## config.mk

```make
export PLATFORM = sky130hd
export DESIGN_NAME = io_system_top
export DESIGN_NICKNAME = d
export VERILOG_FILES = /design/src/hdl/constants_pkg.sv /design/src/hdl/cmd_sequencer.sv /design/src/hdl/data_ram.sv /design/src/hdl/io_system_top.sv /design/src/hdl/memory_io_mux.sv /design/src/hdl/out_port_bank.sv
export SDC_FILE = /design/constraint.sdc
export NUM_CORES = 2
export LEC_CHECK = 0
export ABC_AREA = 1
export BUFFER_PORTS_ARGS = -buffer_cell sky130_fd_sc_hd__clkbuf_2
export CELL_PAD_IN_SITES_DETAIL_PLACEMENT = 1
export CELL_PAD_IN_SITES_GLOBAL_PLACEMENT = 1
export CORE_AREA = 2 2 503 505
export CTS_CLUSTER_DIAMETER = 100
export CTS_CLUSTER_SIZE = 40
export DETAILED_ROUTE_END_ITERATION = 8
export DIE_AREA = 0 0 505 507
export GPL_TIMING_DRIVEN = 0
export MAX_ROUTING_LAYER = met4
export PLACE_DENSITY = 0.61
export SYNTH_ARGS = -nofsm -noshare
export SYNTH_HDL_FRONTEND = slang
export SYNTH_HIERARCHICAL = 1
export SYNTH_SLANG_ARGS = --single-unit
```

## constraint.sdc

```tcl
create_clock -name clk -period 3.28 [get_ports clk]
set_input_delay 0.656 -clock clk [delete_from_list [all_inputs] [get_ports clk]]
set_output_delay 0.656 -clock clk [all_outputs]
set_load 0.01 [all_outputs]
```

## src/hdl/constants_pkg.sv

```systemverilog
package constants_pkg;

    localparam int MEMORY_ADDRESS_BITS = 8;
    localparam int MEMORY_DATA_BITS = 8;
    localparam int NUM_PORTS = 4;
    localparam logic [MEMORY_ADDRESS_BITS-1:0] PORT_BASE_ADDR = 8'hfc;

    typedef enum logic [1:0] {
        OP_NOP   = 2'd0,
        OP_WRITE = 2'd1,
        OP_READ  = 2'd2,
        OP_COPY  = 2'd3
    } cmd_op_t;

    // write and read form, read ignores data.
    typedef struct packed {
        cmd_op_t                       op;
        logic [MEMORY_ADDRESS_BITS-1:0] addr;
        logic [MEMORY_DATA_BITS-1:0]    data;
    } cmd_store_t;

    typedef struct packed {
        cmd_op_t                       op;
        logic [MEMORY_ADDRESS_BITS-1:0] src_addr;
        logic [MEMORY_ADDRESS_BITS-1:0] dst_addr;
    } cmd_copy_t;

    typedef union packed {
        cmd_store_t store;
        cmd_copy_t  copy;
    } cmd_word_u;

    typedef struct packed {
        logic                           en;
        logic [MEMORY_ADDRESS_BITS-1:0] addr;
    } mem_rd_req_t;

    typedef struct packed {
        logic                           en;
        logic [MEMORY_ADDRESS_BITS-1:0] addr;
        logic [MEMORY_DATA_BITS-1:0]    data;
    } mem_wr_req_t;

    typedef logic [NUM_PORTS-1:0][MEMORY_DATA_BITS-1:0] port_values_t;
    typedef logic [NUM_PORTS-1:0] port_strobes_t;

endpackage

```

## src/hdl/cmd_sequencer.sv

```systemverilog
`timescale 1ns/1ns

module cmd_sequencer (
    input  logic                                        clk,
    input  logic                                        arst_n,
    input  logic                                        cmd_valid,
    input  constants_pkg::cmd_word_u                    cmd,
    output logic                                        busy,
    output logic                                        rsp_valid,
    output logic [constants_pkg::MEMORY_DATA_BITS-1:0]  rsp_data,
    output constants_pkg::mem_rd_req_t                  mem_rd,
    output constants_pkg::mem_wr_req_t                  mem_wr,
    input  logic [constants_pkg::MEMORY_DATA_BITS-1:0]  mem_rd_data
);

    typedef enum logic [1:0] {
        IDLE,
        READ_WAIT,
        COPY_READ,
        COPY_WRITE
    } state_t;

    state_t                                         state;
    constants_pkg::mem_rd_req_t                     rd_req_q;
    constants_pkg::mem_wr_req_t                     wr_req_q;
    logic [constants_pkg::MEMORY_ADDRESS_BITS-1:0]  dst_addr_q;
    logic                                           accept;

    assign busy = (state != IDLE);
    assign accept = cmd_valid && !busy; // dropped while busy.

    always_ff @(posedge clk or negedge arst_n) begin
        if (!arst_n) begin
            state <= IDLE;
            rd_req_q <= '0;
            wr_req_q <= '0;
            rsp_valid <= 1'b0;
        end else begin
            rd_req_q.en <= 1'b0; // requests last one cycle.
            wr_req_q.en <= 1'b0;
            rsp_valid <= 1'b0;
            case (state)
                IDLE: begin
                    if (accept) begin
                        case (cmd.store.op)
                            constants_pkg::OP_WRITE: begin
                                wr_req_q.en <= 1'b1;
                                wr_req_q.addr <= cmd.store.addr;
                                wr_req_q.data <= cmd.store.data;
                            end
                            constants_pkg::OP_READ: begin
                                rd_req_q.en <= 1'b1;
                                rd_req_q.addr <= cmd.store.addr;
                                state <= READ_WAIT;
                            end
                            constants_pkg::OP_COPY: begin
                                rd_req_q.en <= 1'b1;
                                rd_req_q.addr <= cmd.copy.src_addr;
                                state <= COPY_READ;
                            end
                            default: ;
                        endcase
                    end
                end
                READ_WAIT: begin
                    rsp_valid <= 1'b1; // data arrives with this pulse.
                    state <= IDLE;
                end
                COPY_READ: begin
                    state <= COPY_WRITE;
                end
                default: begin
                    state <= IDLE;
                end
            endcase
        end
    end

    // destination held across the copy.
    always_ff @(posedge clk) begin
        if (accept) begin
            dst_addr_q <= cmd.copy.dst_addr;
        end
    end

    assign mem_rd = rd_req_q;
    assign rsp_data = mem_rd_data;

    // copy write carries the word returned by the bus this cycle.
    always_comb begin
        mem_wr = wr_req_q;
        if (state == COPY_WRITE) begin
            mem_wr.en = 1'b1;
            mem_wr.addr = dst_addr_q;
            mem_wr.data = mem_rd_data;
        end
    end

endmodule

```

## src/hdl/data_ram.sv

```systemverilog
`timescale 1ns/1ns

module data_ram (
    input  logic                                        clk,
    input  constants_pkg::mem_rd_req_t                  ram_rd,
    input  constants_pkg::mem_wr_req_t                  ram_wr,
    output logic [constants_pkg::MEMORY_DATA_BITS-1:0]  ram_rd_data
);

    localparam int DEPTH = 1 << constants_pkg::MEMORY_ADDRESS_BITS;

    logic [constants_pkg::MEMORY_DATA_BITS-1:0] mem [DEPTH];

    // read before write on the same address.
    always_ff @(posedge clk) begin
        if (ram_rd.en) begin
            ram_rd_data <= mem[ram_rd.addr];
        end
        if (ram_wr.en) begin
            mem[ram_wr.addr] <= ram_wr.data;
        end
    end

endmodule

```

## src/hdl/io_system_top.sv

```systemverilog
`timescale 1ns/1ns

module io_system_top (
    input  logic                                        clk,
    input  logic                                        arst_n,
    input  logic                                        cmd_valid,
    input  constants_pkg::cmd_word_u                    cmd,
    output logic                                        busy,
    output logic                                        rsp_valid,
    output logic [constants_pkg::MEMORY_DATA_BITS-1:0]  rsp_data,
    output constants_pkg::port_values_t                 port_data,
    output constants_pkg::port_strobes_t                port_wr
);

    constants_pkg::mem_rd_req_t                 mem_rd;
    constants_pkg::mem_wr_req_t                 mem_wr;
    logic [constants_pkg::MEMORY_DATA_BITS-1:0] mem_rd_data;
    constants_pkg::mem_rd_req_t                 ram_rd;
    constants_pkg::mem_wr_req_t                 ram_wr;
    logic [constants_pkg::MEMORY_DATA_BITS-1:0] ram_rd_data;
    constants_pkg::port_strobes_t               port_wr_en;
    logic [constants_pkg::MEMORY_DATA_BITS-1:0] port_wr_data;

    cmd_sequencer seq_i (
        .clk         (clk),
        .arst_n      (arst_n),
        .cmd_valid   (cmd_valid),
        .cmd         (cmd),
        .busy        (busy),
        .rsp_valid   (rsp_valid),
        .rsp_data    (rsp_data),
        .mem_rd      (mem_rd),
        .mem_wr      (mem_wr),
        .mem_rd_data (mem_rd_data)
    );

    memory_io_mux mux_i (
        .clk          (clk),
        .arst_n       (arst_n),
        .mem_rd       (mem_rd),
        .mem_wr       (mem_wr),
        .mem_rd_data  (mem_rd_data),
        .ram_rd       (ram_rd),
        .ram_wr       (ram_wr),
        .ram_rd_data  (ram_rd_data),
        .port_wr_en   (port_wr_en),
        .port_wr_data (port_wr_data),
        .port_values  (port_data) // readback and top output.
    );

    data_ram ram_i (
        .clk         (clk),
        .ram_rd      (ram_rd),
        .ram_wr      (ram_wr),
        .ram_rd_data (ram_rd_data)
    );

    out_port_bank ports_i (
        .clk          (clk),
        .arst_n       (arst_n),
        .port_wr_en   (port_wr_en),
        .port_wr_data (port_wr_data),
        .port_values  (port_data),
        .port_wr      (port_wr)
    );

endmodule

```

## src/hdl/memory_io_mux.sv

```systemverilog
`timescale 1ns/1ns

module memory_io_mux (
    input  logic                                        clk,
    input  logic                                        arst_n,
    input  constants_pkg::mem_rd_req_t                  mem_rd,
    input  constants_pkg::mem_wr_req_t                  mem_wr,
    output logic [constants_pkg::MEMORY_DATA_BITS-1:0]  mem_rd_data,
    output constants_pkg::mem_rd_req_t                  ram_rd,
    output constants_pkg::mem_wr_req_t                  ram_wr,
    input  logic [constants_pkg::MEMORY_DATA_BITS-1:0]  ram_rd_data,
    output constants_pkg::port_strobes_t                port_wr_en,
    output logic [constants_pkg::MEMORY_DATA_BITS-1:0]  port_wr_data,
    input  constants_pkg::port_values_t                 port_values
);

    logic       rd_in_window;
    logic       wr_in_window;
    logic       rd_port_q;
    logic [1:0] rd_idx_q;

    // window is the top four addresses.
    assign rd_in_window = (mem_rd.addr[7:2] == constants_pkg::PORT_BASE_ADDR[7:2]);
    assign wr_in_window = (mem_wr.addr[7:2] == constants_pkg::PORT_BASE_ADDR[7:2]);

    always_comb begin
        ram_rd = mem_rd;
        ram_rd.en = mem_rd.en && !rd_in_window;
        ram_wr = mem_wr;
        ram_wr.en = mem_wr.en && !wr_in_window;
    end

    always_comb begin
        port_wr_en = '0;
        if (mem_wr.en && wr_in_window) begin
            port_wr_en[mem_wr.addr[1:0]] = 1'b1;
        end
    end

    assign port_wr_data = mem_wr.data;

    // remember where the read went for the return cycle.
    always_ff @(posedge clk or negedge arst_n) begin
        if (!arst_n) begin
            rd_port_q <= 1'b0;
            rd_idx_q <= 2'd0;
        end else if (mem_rd.en) begin
            rd_port_q <= rd_in_window;
            rd_idx_q <= mem_rd.addr[1:0];
        end
    end

    assign mem_rd_data = rd_port_q ? port_values[rd_idx_q] : ram_rd_data;

endmodule

```

## src/hdl/out_port_bank.sv

```systemverilog
`timescale 1ns/1ns

module out_port_bank (
    input  logic                                        clk,
    input  logic                                        arst_n,
    input  constants_pkg::port_strobes_t                port_wr_en,
    input  logic [constants_pkg::MEMORY_DATA_BITS-1:0]  port_wr_data,
    output constants_pkg::port_values_t                 port_values,
    output constants_pkg::port_strobes_t                port_wr
);

    constants_pkg::port_values_t values_q;

    always_ff @(posedge clk or negedge arst_n) begin
        if (!arst_n) begin
            values_q <= '0;
        end else begin
            for (int i = 0; i < constants_pkg::NUM_PORTS; i++) begin
                if (port_wr_en[i]) begin
                    values_q[i] <= port_wr_data;
                end
            end
        end
    end

    assign port_values = values_q;
    // strobe comes from the registered request, high in the capture cycle.
    assign port_wr = port_wr_en;

endmodule

```

# After elaboration in Yosys (flattened, before gate mapping)
# Memories as Yosys holds them, arrays and structs flattened. A register that Yosys moved wholly into a read port is not among the register bits.
# Cells that the tools add are included.
# word_totals
ram_bits	2048
reg_bits	72
n_memories	1
out_inout_bits	46
# mem_list
memory	depth	word_bits	read_ports	rd_clocked_by_memory_dff	wr	line	rtl
ram_i.mem	256	8	1	1	1	data_ram.sv:12	logic [constants_pkg::MEMORY_DATA_BITS-1:0] mem [DEPTH];
# op_classes
mux	19
n_eq_ne	10
n_lt_le_gt_ge	3
reduce_logical	14
# ops
cell	count
$mux 17	4
$mux 9	3
$bmux 8 s2	1
$mux 8	2
$eq 6x6->1 const B	2
$eq 2x2->1 const B	4
$pmux 2 s2	2
$lt 2x3->1 const B	2
$reduce_and 3->1	2
$logic_and 1x1->1	5
$eq 2x1->1 const B	2
$mux 1	4
$mux 4	1
$logic_not 1->1	3
$ne 3x3->1 const B	1
$demux 1 s2	1
$ge 2x1->1 const B	1
$logic_not 2->1	1
$mux 2	1
$ne 2x1->1 const B	1
$reduce_and 2->1	1
$reduce_bool 2->1	1
$reduce_or 2->1	1

# Depth between registers and ports, before layout
# logic_depth
ltp_word	9
mapped_depth	16
depth_no_buf	11

# Cells and area by module
# The synthesis kept the hierarchy.
# modules_own_cells
mod	cells_each	seq_area_each_um2	n_inst	area_each_um2
data_ram	7003	61739.2	1	83476.3
cmd_sequencer	199	965.9	1	1784.2
out_port_bank	140	800.8	1	1251.2
memory_io_mux	185	75.1	1	940.9

# Worst setup path after synthesis
# No wires, ideal clock.
# synth_path
path_kind	register to register
startpoint	register seq_i.state[0]
endpoint	memory ram_i/mem[162][0] in the netlist's numbering (enable)
path_buffers	4
path_slack_ns	0.566
setup_ns	0.370
synth_period_minus_slack_ns	2.714
t_arrival_ns	2.344
path_stages_with_launch	13
path_cell_list	dfrtp_1 buf_6 nand2_1 buf_2 nand2_1 nand2_1 nand2_1 inv_1 a21boi_0 clkbuf_1 nand3_1 clkbuf_1 nor2_1
# synth_lines
item	line	rtl
start, declared	cmd_sequencer.sv:23	state_t state;
start signal, assigned	cmd_sequencer.sv:34	state <= IDLE;
start signal, assigned	cmd_sequencer.sv:54	state <= READ_WAIT;
start signal, assigned	cmd_sequencer.sv:59	state <= COPY_READ;
end, declared	data_ram.sv:12	

# Worst setup path after layout
# layout_path
startpoint	register seq_i.rd_req_q, in the netlist seq_i/mem_rd[4]
endpoint	register ram_i/ram_rd_data[0] in the netlist's numbering, read port of ram_i.mem, data pin
# layout_via
elab_chain_len	3
# layout_lines
item	line	rtl
start, declared	cmd_sequencer.sv:24	constants_pkg::mem_rd_req_t rd_req_q;
$eq 6x6->1	memory_io_mux.sv:23	assign rd_in_window = (mem_rd.addr[7:2] == constants_pkg::PORT_BASE_ADDR[7:2]);
$logic_not 1->1	memory_io_mux.sv:28	ram_rd.en = mem_rd.en && !rd_in_window;
$logic_and 1x1->1	memory_io_mux.sv:28	
end, declared	data_ram.sv:7	output logic [constants_pkg::MEMORY_DATA_BITS-1:0] ram_rd_data
# Parallel ways exist; a longest one is shown, timed or not.
# A chain may end at the register's enable or synchronous reset.

==> reports/metrics.csv <==
metric,value,unit
status,"complete, but fails checks",
violations,negative setup slack,
clockPowerShare,23.2,%
finalHoldViolCount,0,
worst_setup_path_end_kind,flop,
ant_nets,0,
critPathMaxFanout,10,
cts_made_buffers,79,
final_util,40.3,%
cpLargestDelayFamily,buffers and inverters,
final_area,101000,um2
crit_buf_inv,3,
yosysSeqAreaShare,72.7,%
rows,184,
finalPower,65.0,mW
reg2reg_from,seq_i/mem_rd[4],
p_comb_share,28.3,%
mostFrequentLayoutCells,"nand2_1 (2366), edfxtp_1 (2064), nand3_1 (2026)",
seqPwrFrac,48.5,%
synth_seq_cells,2128,
cp-start-kind,flop,
grt_pass1_vias,64000,
drive_gt1_share,15.3,%
core_area,250000,um2
die_w,505,um
period_share,106,%
grtUsageMet1,40.1,%
synth_area,87500,um2
overflow,0,
tns,-6.15,ns
r2r_slack,-0.21,ns
layout_commonest_cell,nand2_1,
max_slew_margin,18.1,%
path_clk_slew,0.15,ns
slew_violations,0,
syn_nets,7548,
place_area,92600,um2
initialDrtViolationCount,9384,
use_met2,46.6,%
avgSynthCellArea,11.6,um2
reg2reg_to,ram_i/ram_rd_data[0],
area_growth,15.5,%
port_buffers,65,
min_to,seq_i/dst_addr_q[6],
powerDensity,644,nW/um2
synth.distinct_cells,26,
path_class,flop to flop,
setup_viol,112,
io_pins,67,
cap_violations,0,
cp.arrival,4.13,ns
detail_route.vias_per_cell,5.86,
route.vias.total,66200,
start_util,34.9,%
busiest_layer,met2,
synth_cells,7527,
use_met3,6.62,%
r2r_cells,9,
worst_pin_slew,1.23,ns
antenna_found_initial,27,
first_pass_iters,6,
fin_crit,3.49,ns
grt_max_degree,155,
p_int,40.8,mW
place_congestion,1.04,
p_sw,24.2,mW
rsz0062_at_grt,true,
root_buffer,clkbuf_16,
wl_per_cell,35.1,um
crit_path_top_delay_cell,buf_1,
clk_latency,0.85,ns
htree_levels,3,
peakVddDrop,437,uV
hp-class,input pin to flop,
dp_hpwl,272000,um
clock_skew,0.0770,ns
clockBufferDepth,3,
layout.nets,7896,
leakagePower,35.4,nW
path_cells,buf_4 > inv_2 > buf_1 > nand3_1 > nand3_1 > nand3_2 > nand2_2 > nand2_1 > nand2_1,
grt_pass1_wl,535000,um
cts_tree,yes,
holdPathStages,1,
wirelength,396000,um
switching_share,37.3,%
slowest_delay,0.91,ns
die_h,507,um
critPathRequiredTime,3.91,ns
drc_errors,0,
die_area,256000,um2
fin_ws,-0.212,ns
grt_usage,31.1,%
clock_sinks,2128,
fmax,0.286,GHz
hold_start,cmd[6],
yosysWarnings,6,
[layer usage]
layer	wire (um)	part of all wire (%)	vias up
li1	-	-	27100
met1	154000	39	34400
met2	177000	45	3852
met3	41200	10	923
met4	24500	6.2	0
met5	0	0	-
[how the worst max path moves through the flow]
stage / start / to / slack [ns] / cells after the start
final: seq_i/mem_rd[4] / ram_i/ram_rd_data[0] / -0.21 / 9
after global routing: seq_i/state[0] / ram_i/mem[244][7] / -0.12 / 11
after CTS: seq_i/state[0] / port_wr[0] / -0.27 / 11
after detailed placement: seq_i/state[0] / ram_i/mem[178][1] / -2.09 / 12
after global placement: seq_i/state[0] / ram_i/mem[110][6] / -2.24 / 12
after floorplan: seq_i/state[0] / ram_i/mem[162][0] / 0.57 / 12
[metrics by stage]
stage / hold WS, ns / setup slack (ns) / cells
2_1_floorplan: 0.360 / 0.566 / 7527
3_3_place_gp: 0.456 / -2.24 / 10900
3_5_place_dp: 0.460 / -2.09 / 11000
4_1_cts: 0.00816 / -0.269 / 11300
5_1_grt: 0.0221 / -0.117 / 11300
6_report: 0.0595 / -0.212 / 11300
[power groups by stage]
stage                     Clock (mW)  Sequential (mW)  Combinational [mW]
final                           15.0             31.5                18.4
after global routing            15.9             31.5                18.8
after CTS                       15.1             31.5                17.4
after detailed placement           0             32.1                16.9
after global placement             0             32.4                16.3
after floorplan                    0             32.2                7.98
[cell usage after synthesis]
cell | instances | area share [%]
nand2_1 | 2386 | 10
edfxtp_1 | 2064 | 71
nand3_1 | 2052 | 12
nor2_1 | 292 | 1.3
buf_2 | 275 | 1.6
clkbuf_1 | 112 | 0.48
buf_4 | 93 | 0.80
inv_1 | 80 | 0.34
dfrtp_1 | 64 | 1.8
buf_1 | 40 | 0.17
buf_6 | 24 | 0.31
nand4_1 | 18 | 0.13
inv_2 | 9 | 0.039
o21ai_0 | 4 | 0.023
buf_12 | 2 | 0.046
inv_4 | 2 | 0.014
a21boi_0 | 1 | 0.0086
a21oi_1 | 1 | 0.0057
a31oi_1 | 1 | 0.0072
buf_8 | 1 | 0.017
clkinv_1 | 1 | 0.0043
clkinv_4 | 1 | 0.010
nand2_8 | 1 | 0.023
nand3_4 | 1 | 0.020
nor2_4 | 1 | 0.013
nor2_8 | 1 | 0.023
[registers in the layout, summed over array words and instances, names as in the netlist]
signal               count
seq_i/dst_addr_q         8
ram_i/mem             2048
seq_i/rsp_valid          1
mux_i/rd_idx_q           2
mux_i/rd_port_q          1
seq_i/wr_req_q          17
ram_i/ram_rd_data        8
seq_i/mem_rd             9
ports_i/port_values     32
seq_i/state              2
[layout make-up]
class | count | area (um2)
tap | 3348 | 4190
multi-input combinational | 4759 | 22400
sequential | 2128 | 63600
antenna | 10 | 25.0
timing repair buffer | 271 | 3490
clock inverter | 51 | 866
fill | 26800 | 150000
clock buffer | 89 | 2120
buffer | 543 | 3990
inverter | 93 | 359
[cells by family after synthesis]
| logic type | Yosys count | synth area share (%) |
|---|---|---|
| DFF | 2128 | 72.7 |
| AOI/OAI and AO/OA | 7 | 0.0444 |
| and+or+nand+nor | 4752 | 23.4 |
| buffers and inverters | 640 | 3.81 |
[timing repair]
| action | CTS | global route |
|---|---|---|
| setup endpoints to repair | 2060 | 1394 |
| hold endpoints to repair | 16 | 0 |
| hold buffers | 1 | 0 |
| resized for setup | 693 | 239 |
| pin swaps | 122 | 9 |
| gates cloned | 0 | 1 |
| buffers inserted | 168 | 14 |
No activity file was read; power rests on OpenSTA's default activity.
